<file path="config.mk">
export PLATFORM = sky130hd
export DESIGN_NAME = e100_io_top
export DESIGN_NICKNAME = d
export VERILOG_FILES = /design/src/hdl/e100_io_map_pkg.sv /design/src/hdl/e100_bus_pkg.sv /design/src/hdl/io_decode.sv /design/src/hdl/tick_timer.sv /design/src/hdl/port_bank.sv /design/src/hdl/hex_display.sv /design/src/hdl/e100_io_top.sv
export SDC_FILE = /design/constraint.sdc
export NUM_CORES = 1
export LEC_CHECK = 0
export ABC_AREA = 1
export BUFFER_PORTS_ARGS = -buffer_cell sky130_fd_sc_hd__buf_4
export CAP_MARGIN = 25
export CELL_PAD_IN_SITES_DETAIL_PLACEMENT = 1
export CELL_PAD_IN_SITES_GLOBAL_PLACEMENT = 2
export CORE_ASPECT_RATIO = 1.5
export CORE_MARGIN = 2
export CORE_UTILIZATION = 34
export CTS_CLUSTER_SIZE = 40
export DETAILED_ROUTE_END_ITERATION = 10
export PLACE_DENSITY_LB_ADDON = 0.05
export SYNTH_ARGS = -nofsm -noshare
export SYNTH_HDL_FRONTEND = slang
export SYNTH_SLANG_ARGS = --single-unit
</file>
<file path="constraint.sdc">
create_clock -name clock -period 2.2 [get_ports clock]
set_input_delay 0.44 -clock clock [delete_from_list [all_inputs] [get_ports clock]]
set_output_delay 0.44 -clock clock [all_outputs]
set_load 0.005 [all_outputs]
</file>
<file path="src/hdl/e100_io_map_pkg.sv">
// port map for one clock domain; addresses are full 32-bit matches, with no aliasing
package e100_io_map_pkg;

    // port addresses
    localparam logic [31:0] addr_switch    = 32'h8000_0000;
    localparam logic [31:0] addr_led_red   = 32'h8000_0001;
    localparam logic [31:0] addr_led_green = 32'h8000_0002;
    localparam logic [31:0] addr_hex_lo    = 32'h8000_0003;
    localparam logic [31:0] addr_hex_hi    = 32'h8000_0004;
    localparam logic [31:0] addr_timer     = 32'h8000_0005;

    // port widths
    localparam int switch_width    = 18;
    localparam int led_red_width   = 18;
    localparam int led_green_width = 8;
    localparam int hex_width       = 16;
    localparam int hex_digits      = hex_width / 4;  // one digit per nibble

    // ~8.1 kHz tick from a 50 MHz clock
    localparam int timer_div            = 6144;
    localparam int timer_prescale_width = $clog2(timer_div);

    typedef logic [6:0] seg7_t;  // active low, segment a in bit 0

    // digit 0 shows the least significant nibble
    typedef seg7_t [hex_digits-1:0] hex_digits_t;

    typedef enum logic [2:0] {
        sel_none,
        sel_switch,
        sel_led_red,
        sel_led_green,
        sel_hex_lo,
        sel_hex_hi,
        sel_timer
    } port_sel_e;

endpackage

</file>
<file path="src/hdl/e100_bus_pkg.sv">
// request and response fields mean something only while valid is high; no back-pressure
package e100_bus_pkg;

    localparam int bus_width = 32;

    typedef logic [bus_width-1:0] word_t;

    // one access from the bus side
    typedef struct packed {
        logic  valid;    // one-cycle strobe
        logic  write;    // 1 = write, 0 = read
        word_t address;
        word_t wdata;
    } io_req_t;

    // read data only, writes are silent
    typedef struct packed {
        logic  valid;
        word_t rdata;
    } io_rsp_t;

    // decoded access between stage 1 and stage 2
    typedef struct packed {
        logic                      valid;
        logic                      write;
        e100_io_map_pkg::port_sel_e sel;
        word_t                     wdata;
    } io_access_t;

endpackage

</file>
<file path="src/hdl/io_decode.sv">
// stage 1; one cycle of latency, unmapped addresses decode to sel_none and are dropped later
`timescale 1ns/1ps

module io_decode (
    input  logic                     clock,
    input  logic                     rst_n,
    input  e100_bus_pkg::io_req_t    req,
    output e100_bus_pkg::io_access_t access
);

    e100_io_map_pkg::port_sel_e sel;

    // full address compare, nothing outside the map gets through
    always_comb begin
        case (req.address)
            e100_io_map_pkg::addr_switch:    sel = e100_io_map_pkg::sel_switch;
            e100_io_map_pkg::addr_led_red:   sel = e100_io_map_pkg::sel_led_red;
            e100_io_map_pkg::addr_led_green: sel = e100_io_map_pkg::sel_led_green;
            e100_io_map_pkg::addr_hex_lo:    sel = e100_io_map_pkg::sel_hex_lo;
            e100_io_map_pkg::addr_hex_hi:    sel = e100_io_map_pkg::sel_hex_hi;
            e100_io_map_pkg::addr_timer:     sel = e100_io_map_pkg::sel_timer;
            default:                         sel = e100_io_map_pkg::sel_none;
        endcase
    end

    always_ff @(posedge clock) begin
        if (!rst_n) begin
            access.valid <= 1'b0;
        end else begin
            access.valid <= req.valid;
        end
        access.write <= req.write;  // payload, qualified by valid
        access.sel   <= sel;
        access.wdata <= req.wdata;
    end

endmodule

</file>
<file path="src/hdl/tick_timer.sv">
// free-running and wraps at 2^32 ticks; count is floor(cycles out of reset / timer_div)
`timescale 1ns/1ps

module tick_timer (
    input  logic                clock,
    input  logic                rst_n,
    output e100_bus_pkg::word_t count
);

    logic [e100_io_map_pkg::timer_prescale_width-1:0] prescale;
    logic                                             tick;

    assign tick = (prescale ==
                   e100_io_map_pkg::timer_prescale_width'(e100_io_map_pkg::timer_div - 1));

    always_ff @(posedge clock) begin
        if (!rst_n) begin
            prescale <= '0;
            count    <= '0;
        end else if (tick) begin
            prescale <= '0;
            count    <= count + 1'b1;
        end else begin
            prescale <= prescale + 1'b1;
        end
    end

endmodule

</file>
<file path="src/hdl/port_bank.sv">
// stage 2; sw is asynchronous and gets two flops, read data is zero-extended to 32 bits
`timescale 1ns/1ps

module port_bank (
    input  logic                                          clock,
    input  logic                                          rst_n,
    input  e100_bus_pkg::io_access_t                      access,
    input  logic [e100_io_map_pkg::switch_width-1:0]      sw,
    input  e100_bus_pkg::word_t                           timer_count,
    output e100_bus_pkg::io_rsp_t                         rsp,
    output logic [e100_io_map_pkg::led_red_width-1:0]     led_red,
    output logic [e100_io_map_pkg::led_green_width-1:0]   led_green,
    output logic [e100_io_map_pkg::hex_width-1:0]         hex_lo_value,
    output logic [e100_io_map_pkg::hex_width-1:0]         hex_hi_value
);

    logic [e100_io_map_pkg::switch_width-1:0] sw_meta;
    logic [e100_io_map_pkg::switch_width-1:0] sw_sync;
    logic                                     wr;
    e100_bus_pkg::word_t                      rd_data;

    assign wr = access.valid & access.write;

    // two-flop synchronizer
    always_ff @(posedge clock) begin
        sw_meta <= sw;
        sw_sync <= sw_meta;
    end

    // output ports keep the low bits of wdata
    always_ff @(posedge clock) begin
        if (!rst_n) begin
            led_red      <= '0;
            led_green    <= '0;
            hex_lo_value <= '0;
            hex_hi_value <= '0;
        end else if (wr) begin
            case (access.sel)
                e100_io_map_pkg::sel_led_red:
                    led_red <= access.wdata[e100_io_map_pkg::led_red_width-1:0];
                e100_io_map_pkg::sel_led_green:
                    led_green <= access.wdata[e100_io_map_pkg::led_green_width-1:0];
                e100_io_map_pkg::sel_hex_lo:
                    hex_lo_value <= access.wdata[e100_io_map_pkg::hex_width-1:0];
                e100_io_map_pkg::sel_hex_hi:
                    hex_hi_value <= access.wdata[e100_io_map_pkg::hex_width-1:0];
                default: ;  // switch, timer and unmapped ignore writes
            endcase
        end
    end

    // read mux, zero above the port width
    always_comb begin
        rd_data = '0;
        case (access.sel)
            e100_io_map_pkg::sel_switch:    rd_data[$bits(sw_sync)-1:0] = sw_sync;
            e100_io_map_pkg::sel_led_red:   rd_data[$bits(led_red)-1:0] = led_red;
            e100_io_map_pkg::sel_led_green: rd_data[$bits(led_green)-1:0] = led_green;
            e100_io_map_pkg::sel_hex_lo:    rd_data[$bits(hex_lo_value)-1:0] = hex_lo_value;
            e100_io_map_pkg::sel_hex_hi:    rd_data[$bits(hex_hi_value)-1:0] = hex_hi_value;
            e100_io_map_pkg::sel_timer:     rd_data = timer_count;
            default:                        rd_data = '0;
        endcase
    end

    always_ff @(posedge clock) begin
        if (!rst_n) begin
            rsp.valid <= 1'b0;
        end else begin
            rsp.valid <= access.valid & ~access.write;  // one pulse per read
        end
        rsp.rdata <= rd_data;
    end

endmodule

</file>
<file path="src/hdl/hex_display.sv">
// stage 3; one cycle of latency, digits are active low for a common-anode display
`timescale 1ns/1ps

module hex_display (
    input  logic                                 clock,
    input  logic                                 rst_n,
    input  logic [e100_io_map_pkg::hex_width-1:0] value,
    output e100_io_map_pkg::hex_digits_t         digits
);

    // segment a in bit 0 .. g in bit 6, 0 lights the segment
    function automatic e100_io_map_pkg::seg7_t seg_of(input logic [3:0] nibble);
        case (nibble)
            4'h0: seg_of = 7'b1000000;
            4'h1: seg_of = 7'b1111001;
            4'h2: seg_of = 7'b0100100;
            4'h3: seg_of = 7'b0110000;
            4'h4: seg_of = 7'b0011001;
            4'h5: seg_of = 7'b0010010;
            4'h6: seg_of = 7'b0000010;
            4'h7: seg_of = 7'b1111000;
            4'h8: seg_of = 7'b0000000;
            4'h9: seg_of = 7'b0010000;
            4'ha: seg_of = 7'b0001000;
            4'hb: seg_of = 7'b0000011;
            4'hc: seg_of = 7'b1000110;
            4'hd: seg_of = 7'b0100001;
            4'he: seg_of = 7'b0000110;
            default: seg_of = 7'b0001110;  // F
        endcase
    endfunction

    always_ff @(posedge clock) begin
        for (int i = 0; i < e100_io_map_pkg::hex_digits; i++) begin
            if (!rst_n) begin
                digits[i] <= seg_of(4'h0);  // blank value shows 0
            end else begin
                digits[i] <= seg_of(value[4*i +: 4]);
            end
        end
    end

endmodule

</file>
<file path="src/hdl/e100_io_top.sv">
// read latency is 2 cycles, LEDs update 1 cycle after the write edge and hex digits after 2
`timescale 1ns/1ps

module e100_io_top (
    input  logic                                        clock,
    input  logic                                        rst_n,
    input  e100_bus_pkg::io_req_t                       req,
    input  logic [e100_io_map_pkg::switch_width-1:0]    sw,
    output e100_bus_pkg::io_rsp_t                       rsp,
    output logic [e100_io_map_pkg::led_red_width-1:0]   led_red,
    output logic [e100_io_map_pkg::led_green_width-1:0] led_green,
    output e100_io_map_pkg::hex_digits_t                hex_lo,
    output e100_io_map_pkg::hex_digits_t                hex_hi
);

    e100_bus_pkg::io_access_t                 access;
    e100_bus_pkg::word_t                      timer_count;
    logic [e100_io_map_pkg::hex_width-1:0]    hex_lo_value;
    logic [e100_io_map_pkg::hex_width-1:0]    hex_hi_value;

    io_decode io_decode_inst (
        .clock  (clock),
        .rst_n  (rst_n),
        .req    (req),
        .access (access)
    );

    tick_timer tick_timer_inst (
        .clock (clock),
        .rst_n (rst_n),
        .count (timer_count)
    );

    port_bank port_bank_inst (
        .clock        (clock),
        .rst_n        (rst_n),
        .access       (access),
        .sw           (sw),
        .timer_count  (timer_count),
        .rsp          (rsp),
        .led_red      (led_red),
        .led_green    (led_green),
        .hex_lo_value (hex_lo_value),
        .hex_hi_value (hex_hi_value)
    );

    // HEX3-HEX0
    hex_display hex_lo_inst (
        .clock  (clock),
        .rst_n  (rst_n),
        .value  (hex_lo_value),
        .digits (hex_lo)
    );

    // HEX7-HEX4
    hex_display hex_hi_inst (
        .clock  (clock),
        .rst_n  (rst_n),
        .value  (hex_hi_value),
        .digits (hex_hi)
    );

endmodule

</file>
==> flow_metrics.tcl, run 1 <==
set metrics [dict create \
    cts_max_path_buffers 3 \
    grt_pass1_wl_mm 52.6 \
    r2r-start "tick_timer_inst.prescale[0]" \
    post-route-period-util_pct 82.5 \
    first_iter_violations 280 \
    synth-edff-count 0 \
    critPathRequiredTime_ns 2.62 \
    cts.sinks 251 \
    die_h_microns 216 \
    layout.nets 1630 \
    grt_max_degree 54 \
    rr_worst_depth 9 \
    crit_path_top_delay_cell "dfxtp_1" \
    finalHoldViolCount 0 \
    dp_hpwl_mm 24.4 \
    yosys_warnings 0 \
    syn-num-nets 1410 \
    netlist.area_leader.share_pct 49.5 \
    slowest_delay_ns 0.35 \
    finalCriticalPeriod_ns 1.82 \
    min_from "req[65]" \
    antennaDiodeCount 0 \
    hold_slack_ns 0.102 \
    syn_inst 1274 \
    drive_gt1_share_pct 18.4 \
    synth-seq-cells 251 \
    fp-row-count 77 \
    skew_ns 0.0220 \
    powerDensity_nw_per_um2 726 \
    htree_levels 1 \
    core_sq_um 29500 \
    grtUsageTotal_pct 20.7 \
    min_to "io_decode_inst.access[36]" \
    nFillCells 3596 \
    worstSetupStartpointType "flop" \
    floorplan.die.width_microns 145 \
    dieArea_sq_um 31300 \
    synth.avg_cell_area_sq_um 7.98 \
    worstSetupEndpointType "flop" \
    cp_top_family "simple AND/OR/NAND/NOR gates" \
    slew_violations 0 \
    syn-cell-area_sq_um 10200 \
    numCtsBuffers 26 \
    place_area_sq_um 12000 \
    fmax_ghz 0.551 \
    worst_pin_slew_ns 0.501 \
    maxCapViolations 0 \
    clk_latency_ns 0.55 \
    grt.overflow.total 0 \
    wl_per_cell_microns 17.2 \
    ir_drop_uv 527 \
    gp_congestion 0.812 \
    synth_area_leaders "dfxtp_1, nand2_1, a21oi_1" \
    drc 0 \
    r2r_slack_ns 0.38 \
    start_util_pct 34.5 \
    rsz0062_at_grt "no" \
    ys.flop_type "dfxtp_1" \
    ant_nets 0 \
    crit_path_max_fanout 10 \
    vias 9252 \
    seq_area_frac_synth_pct 49.5 \
    final.setup.tns_ns 0 \
    cts_tree "done" \
    whs_path_depth 3 \
    dr.pass1.iters 4 \
    stdcell_area_sq_um 13300 \
    area_growth_pct 30.4 \
    antenna_found_initial 0 \
    critical_path_arrival_ns 2.24 \
    yosysMostFrequentCell "dfxtp_1" \
    crit_type "flop to flop" \
    setup_viol 0 \
    cp_cell_sequence "ha_1, nand2_1, nor2_1, nand2_2, nor2_4, buf_4, nand3_1, o21ai_0, a21oi_1" \
    path_clk_slew_ns 0.06 \
    critPathBufInv 1 \
    drt_wl_total_mm 32.9 \
    place.port_buffers 186 \
    synthTopCellsByCount "dfxtp_1, nand2_1, nor2_1" \
    relSlewSlack_pct 66.6 \
    hp-class "primary input to flop" \
    rr_endpoint "tick_timer_inst.count[5]" \
    status "completed" \
    yosys.area.top_type "dfxtp_1" \
    synth_cell_types 39 \
    fin_util_pct 45.0 \
    cts_root_buf "clkbuf_16" \
    vias_per_cell 4.85 \
    grt_pass1_vias 9843 \
    cellLeakagePower_uw 0.00555 \
    synth-async-reset-ratio_pct 0 \
    pin_count 201 \
]
state kept, by name, indices dropped and copies added, names as in the netlist:
register and count:
port_bank_inst.led_green 8, hex_lo_inst.digits 28, port_bank_inst.hex_lo_value 16, port_bank_inst.led_red 18, hex_hi_inst.digits 28, io_decode_inst.access 23, port_bank_inst.hex_hi_value 16, port_bank_inst.rsp 33
port_bank_inst.sw_meta 18, tick_timer_inst.count 32, tick_timer_inst.prescale 13, port_bank_inst.sw_sync 18
timing repair:
action,in CTS,in global routing
resized for setup,0,0
hold buffers,37,0
endpoints found under the hold margin,37,0
setup buffers,0,0
worst max-delay path by stage:
stage	startpoint	to	slack (ns)	depth (start not counted)
floorplan	tick_timer_inst.prescale[0]	tick_timer_inst.count[26]	0.77	11
global placement	tick_timer_inst.prescale[0]	tick_timer_inst.count[5]	0.42	9
detailed placement	tick_timer_inst.prescale[0]	tick_timer_inst.count[5]	0.37	9
CTS	tick_timer_inst.prescale[0]	tick_timer_inst.count[5]	0.35	9
global route	tick_timer_inst.prescale[0]	tick_timer_inst.count[5]	0.10	9
finish	tick_timer_inst.prescale[0]	tick_timer_inst.count[5]	0.38	9
placed cells by master (no fill, tap or decap), drive strengths merged, types with 3 or more instances in the layout:
master / n
dfxtp: 251
nand2: 217
buf: 206
nor2: 157
a21oi: 135
inv: 131
o21ai: 107
nand3: 55
ha: 50
dlygate4sd3: 37
clkbuf: 37
nor3: 24
nand4: 23
a211oi: 16
clkinv: 12
o22ai: 11
o211ai: 8
o221ai: 7
a31oi: 6
xor2: 5
bufinv: 4
a211o: 3
worst min-delay path: stages:
cell	delay (ns)
buf_4	0.08
nand2_1	0.04
inv_1	0.04
final cells by class:
class | count | area, sq um | share of cell area, %
clock buffer | 37 | 752 | 5.67
tap | 395 | 494 | 3.73
sequential | 251 | 5020 | 37.9
clock inverter | 10 | 161 | 1.22
inverter | 137 | 514 | 3.88
multi-input combinational | 835 | 4380 | 33.0
timing repair buffer | 243 | 1930 | 14.6
logic make-up after synthesis:
family                   count (synthesis)  share of synthesized area (%)
buffers and inverters                  188                           7.47
AND/OR/NAND/NOR                        481                           20.4
adder cells (fa/ha/maj)                 50                           6.16
flip-flops                             251                           49.5
XOR/XNOR                                 7                          0.603
AO/OA/AOI/OAI                          297                           15.9
stage by stage:
step                total power, uW  std cells  worst slack, ns
floorplan                      4810       1274            0.769
global placement               4970       1824            0.421
detailed placement             4980       1824            0.374
CTS                            9740       1908            0.348
global route                   9970       1908            0.103
finish                         9620       1908            0.385
where the power goes:
part	internal, uW	total [uW]	switching, uW	leakage (uW)
combinational	156	279	123	0.00306
sequential	4600	4650	42.8	0.00204
clock	2840	4690	1850	0.000452
total	7600	9620	2020	0.00555
routing by layer:
metal | vias to the layer above | track usage (%) | wire length, microns
met2 | 168 | 39.1 | 17100
met1 | 4416 | 24.2 | 13800
met5 | - | 0 | 0
met3 | 47 | 3.42 | 1350
li1 | 4621 | - | -
met4 | 0 | 5.33 | 651
Note: power is estimated with default switching activity, not from simulation.
==> inputs of run 2 (changes only) <==
--- a/config.mk
+++ b/config.mk
@@ -12,7 +12,7 @@
 export CELL_PAD_IN_SITES_GLOBAL_PLACEMENT = 2
 export CORE_ASPECT_RATIO = 1.5
 export CORE_MARGIN = 2
-export CORE_UTILIZATION = 34
+export CORE_UTILIZATION = 32
 export CTS_CLUSTER_SIZE = 40
 export DETAILED_ROUTE_END_ITERATION = 10
 export PLACE_DENSITY_LB_ADDON = 0.05
==> constraint.sdc (replaced) <==
create_clock -name clock -period 1.9 [get_ports clock]
set_input_delay 0.38 -clock clock [delete_from_list [all_inputs] [get_ports clock]]
set_output_delay 0.38 -clock clock [all_outputs]
set_load 0.005 [all_outputs]
==> flow_metrics.tcl, run 2 (same netlist as run 1, synthesis figures left out) <==
set metrics [dict create \
    cts.sinks 251 \
    rsz0062_at_grt "no" \
    antenna_found_initial 0 \
    final.setup.tns_ns 0 \
    fp-row-count 79 \
    finalCriticalPeriod_ns 1.75 \
    dr.pass1.iters 4 \
    crit_path_top_delay_cell "nand3_1" \
    core_sq_um 31100 \
    cellLeakagePower_uw 0.00567 \
    relSlewSlack_pct 60.0 \
    dieArea_sq_um 33200 \
    drive_gt1_share_pct 19.4 \
    post-route-period-util_pct 91.9 \
    grtUsageTotal_pct 20.1 \
    drc 0 \
    crit_path_max_fanout 11 \
    skew_ns 0.0189 \
    use_met1_pct 24.1 \
    path_clk_slew_ns 0.06 \
    vias 9288 \
    vias_per_cell 4.80 \
    wl_per_cell_microns 17.4 \
    critical_path_arrival_ns 2.23 \
    setup_viol 0 \
    ir_drop_uv 645 \
    finalHoldViolCount 0 \
    antennaDiodeCount 0 \
    crit_type "flop to flop" \
    worstSetupStartpointType "flop" \
    layout_common_cells "dfxtp_1, buf_4, nand2_1" \
    critPathRequiredTime_ns 2.38 \
    gp_congestion 0.822 \
    place.port_buffers 186 \
    area_growth_pct 32.5 \
    critPathBufInv 1 \
    start_util_pct 32.6 \
    maxCapViolations 0 \
    grt.overflow.total 0 \
    grt_pass1_wl_mm 52.6 \
    cts_tree "done" \
    die_h_microns 222 \
    top_usage_layer "met2" \
    first_iter_violations 302 \
    fin_util_pct 43.2 \
    numCtsBuffers 27 \
    grt_max_degree 75 \
    top_regs "port_bank_inst.rsp: 33 flops, tick_timer_inst.count: 32 flops" \
    drt_wl_total_mm 33.6 \
    cts_root_buf "clkbuf_16" \
    powerDensity_nw_per_um2 853 \
    layout.nets 1644 \
    cp_top_family "simple AND/OR/NAND/NOR gates" \
    nFillCells 3718 \
    cp_cell_sequence "nand3_1, buf_4, o22ai_1, a21oi_1, o211ai_1" \
    worst_pin_slew_ns 0.598 \
    pin_count 201 \
    fmax_ghz 0.573 \
    status "completed" \
    slew_violations 0 \
    dp_hpwl_mm 25.3 \
    htree_levels 1 \
    slowest_delay_ns 0.47 \
    met2_usage_pct 37.0 \
    clk_latency_ns 0.56 \
    regMostFlops "port_bank_inst.rsp" \
    ant_nets 0 \
    worstSetupEndpointType "flop" \
    met3_usage_pct 3.00 \
    hp-class "primary input to flop" \
    cts_max_path_buffers 3 \
    largest_register_ffs 33 \
    final_common_cell "dfxtp_1" \
    floorplan.die.width_microns 149 \
    grt_pass1_vias 9516 \
]
[run 2: cell count changes in the layout (fill, tap and decap cells not counted), moves of 2 or more]
cell / delta
inv_6: +2
buf_4: +9
buf_12: +2
clkbuf_1: -2
nor2_1: -2
nor2_2: +3
[run 2: area by class of cell]
type                            instances  area (sq um)  share of cell area, %
Clock buffer                           37           783                   5.82
Multi-Input combinational cell        836          4390                   32.6
Timing Repair Buffer                  255          2050                   15.2
Sequential cell                       251          5020                   37.3
Tap cell                              405           507                   3.76
Inverter                              137           514                   3.82
Clock inverter                         12           195                   1.45
[run 2: path summary, 6_finish.rpt]
| kind | start | to | slack (ns) | depth (start not counted) |
|---|---|---|---|---|
| max | io_decode_inst.access[33] | port_bank_inst.rsp[15] | 0.15 | 5 |
| min reg2reg | port_bank_inst.sw_meta[0] | port_bank_inst.sw_sync[0] | 0.33 | 0 |
| min | req[32] | io_decode_inst.access[32] | 0.17 | 4 |
| max reg2reg | io_decode_inst.access[33] | port_bank_inst.rsp[15] | 0.15 | 5 |
[run 2: per-layer routing]
metal  routed length (microns)  vias to the layer above
met3                      1390                       31
met2                     17600                      161
met1                     14100                     4442
met4                       527                        0
li1                          -                     4654
met5                         0                        -
[run 2: power breakdown]
group	internal, uW	switching, uW	total (uW)
combinational	184	144	327
clock	3560	2220	5770
sequential	5330	50.7	5380
total	9070	2410	11500
[run 2: worst register-to-register path: cells and delay by family (launching register included)]
kind / cells / cell delay [ns]
AO/OA/AOI/OAI: 3 / 0.43
buffers and inverters: 1 / 0.34
flip-flops: 1 / 0.44
AND/OR/NAND/NOR: 1 / 0.48
[run 2: metrics by stage]
stage | hold WS, ns | total power [uW] | setup slack, ns | area, sq um | cells
finish | 0.165 | 11500 | 0.154 | 13500 | 1933
global route | 0.159 | 11900 | 0.00373 | 13500 | 1933
floorplan | 0.310 | 5570 | 0.469 | 10200 | 1274
CTS | 0.147 | 11700 | 0.115 | 13400 | 1932
detailed placement | 0.313 | 5770 | 0.133 | 12100 | 1845
global placement | 0.312 | 5760 | 0.176 | 12100 | 1845
[run 2: timing repair]
item,CTS,global route
endpoints found under the setup margin,0,12
resized for setup,0,3
endpoints found under the hold margin,38,0
buffers inserted,0,0
hold buffers,38,0
==> inputs of run 3 (changes only) <==
--- a/config.mk
+++ b/config.mk
@@ -10,7 +10,7 @@
 export CAP_MARGIN = 25
 export CELL_PAD_IN_SITES_DETAIL_PLACEMENT = 1
 export CELL_PAD_IN_SITES_GLOBAL_PLACEMENT = 2
-export CORE_ASPECT_RATIO = 1.5
+export CORE_ASPECT_RATIO = 1.25
 export CORE_MARGIN = 2
 export CORE_UTILIZATION = 32
 export CTS_CLUSTER_SIZE = 40
==> flow_metrics.tcl, run 3 (same netlist as run 1, synthesis figures left out) <==
set metrics [dict create \
    finalHoldViolCount 0 \
    fp-row-count 72 \
    slew_violations 0 \
    ant_nets 0 \
    p_int_uw 8760 \
    p_switching_uw 2450 \
    p_sw_share_pct 21.9 \
    worstSetupEndpointType "flop" \
    hp-class "primary input to flop" \
    start_util_pct 32.7 \
    floorplan.die.width_microns 163 \
    grt.overflow.total 0 \
    rsz0062_at_grt "no" \
    clk_latency_ns 0.56 \
    htree_levels 1 \
    grt_pass1_vias 9330 \
    worst_pin_slew_ns 0.458 \
    pwr-share-seq_pct 48.0 \
    nFillCells 3785 \
    antenna_found_initial 0 \
    place.port_buffers 186 \
    skew_ns 0.0204 \
    numCtsBuffers 28 \
    r2r-start "tick_timer_inst.count[1]" \
    die_h_microns 203 \
    r2r_slack_ns 0.18 \
    post-route-period-util_pct 90.6 \
    vias_per_cell 4.76 \
    crit_type "flop to flop" \
    critPathRequiredTime_ns 2.34 \
    min_from "req[32]" \
    drive_gt1_share_pct 19.3 \
    cts_root_buf "clkbuf_16" \
    core_sq_um 31100 \
    final.setup.tns_ns 0 \
    drc 0 \
    maxCapViolations 0 \
    finalCriticalPeriod_ns 1.72 \
    final_common_cell "dfxtp_1" \
    worstSetupStartpointType "flop" \
    antennaDiodeCount 0 \
    pwr-share-comb_pct 3.0 \
    grtUsageTotal_pct 19.4 \
    fmax_ghz 0.581 \
    grt_max_degree 61 \
    cp-startpoint "tick_timer_inst.count[1]" \
    layout.nets 1643 \
    cts.sinks 251 \
    regMostFlops "port_bank_inst.rsp" \
    dr.pass1.iters 4 \
    cts_tree "done" \
    largest_register_ffs 33 \
    cellLeakagePower_uw 0.00563 \
    gp_congestion 0.876 \
    path_clk_slew_ns 0.06 \
    layout_common_cells "dfxtp_1, nand2_1, buf_4" \
    hold_slack_ns 0.154 \
    setup_viol 0 \
    top_regs "port_bank_inst.rsp: 33 flops, tick_timer_inst.count: 32 flops" \
    grt_pass1_wl_mm 50.9 \
    pin_count 201 \
    first_iter_violations 335 \
    ir_drop_uv 588 \
    critical_path_arrival_ns 2.16 \
    status "completed" \
    cts_max_path_buffers 3 \
    drt_wl_total_mm 32.3 \
    p_clk_share_pct 49.1 \
    area_growth_pct 32.1 \
    crit_path_max_fanout 5 \
    relSlewSlack_pct 69.3 \
    vias 9210 \
    powerDensity_nw_per_um2 836 \
    dp_hpwl_mm 23.9 \
    dieArea_sq_um 33200 \
    wl_per_cell_microns 16.7 \
]
[run 3: cell types whose count changed in the layout (fill, tap and decap cells not counted), moves of 2 or more]
cell	previous run	this run
buf_4	214	212
bufinv_16	5	2
clkinv_2	4	6
clkinvlp_4	1	4
inv_6	2	0
nor2_1	142	144
nor2_2	14	11
[run 3: final cells by class]
cell class	count	area, sq um	share of cell area [%]
tap	407	509	3.79
clock buffer	38	808	6.02
clock inverter	13	136	1.02
multi-input combinational	835	4380	32.6
sequential	251	5020	37.4
timing repair buffer	254	2050	15.3
inverter	137	514	3.83
[run 3: per-stage QoR]
stage,worst slack (ns),cell area (sq um),total power [uW],util [%],instances
6_report,0.179,13400,11200,43.2,1935
5_1_grt,0.00392,13400,11600,43.2,1935
4_1_cts,0.130,13400,11400,43.1,1933
3_5_place_dp,0.124,12100,5760,38.8,1844
3_3_place_gp,0.164,12100,5760,38.8,1844
2_1_floorplan,0.469,10200,5570,-,1274
[run 3: final timing paths]
path / end / depth (start not counted)
min reg2reg: port_bank_inst.sw_sync[11] / 0
max reg2reg: tick_timer_inst.count[26] / 10
min: io_decode_inst.access[32] / 4
max: tick_timer_inst.count[26] / 10
[run 3: worst max-delay path, stage by stage (launching register included)]
cell and delay (ns):
dfxtp_1 0.36, ha_1 0.21, nand3_1 0.15, inv_1 0.17, nand2_1 0.11, nor2_1 0.23, nand2_1 0.10, nor2_2 0.14
nand2_1 0.06, nand2_1 0.06, nor2_1 0.04
[run 3: power groups by stage]
stage | sequential [uW] | combinational [uW] | clock [uW]
2_1_floorplan | 5470 | 101 | 0
3_3_place_gp | 5490 | 264 | 0
3_5_place_dp | 5500 | 269 | 0
4_1_cts | 5380 | 333 | 5690
5_1_grt | 5380 | 365 | 5890
6_report | 5380 | 331 | 5510
[run 3: routing by layer]
| metal | GRT usage (%) | vias to the layer above | wire [microns] |
|---|---|---|---|
| met5 | 0 | - | 0 |
| met4 | 6.35 | 0 | 845 |
| met3 | 2.81 | 48 | 1370 |
| met2 | 32.8 | 182 | 15500 |
| met1 | 25.4 | 4327 | 14600 |
| li1 | - | 4653 | - |
[run 3: what timing repair did]
action	CTS	global route
resized for setup	0	0
endpoints found under the setup margin	0	2
buffers inserted	0	2
hold buffers	38	0
hold endpoints to repair	38	0
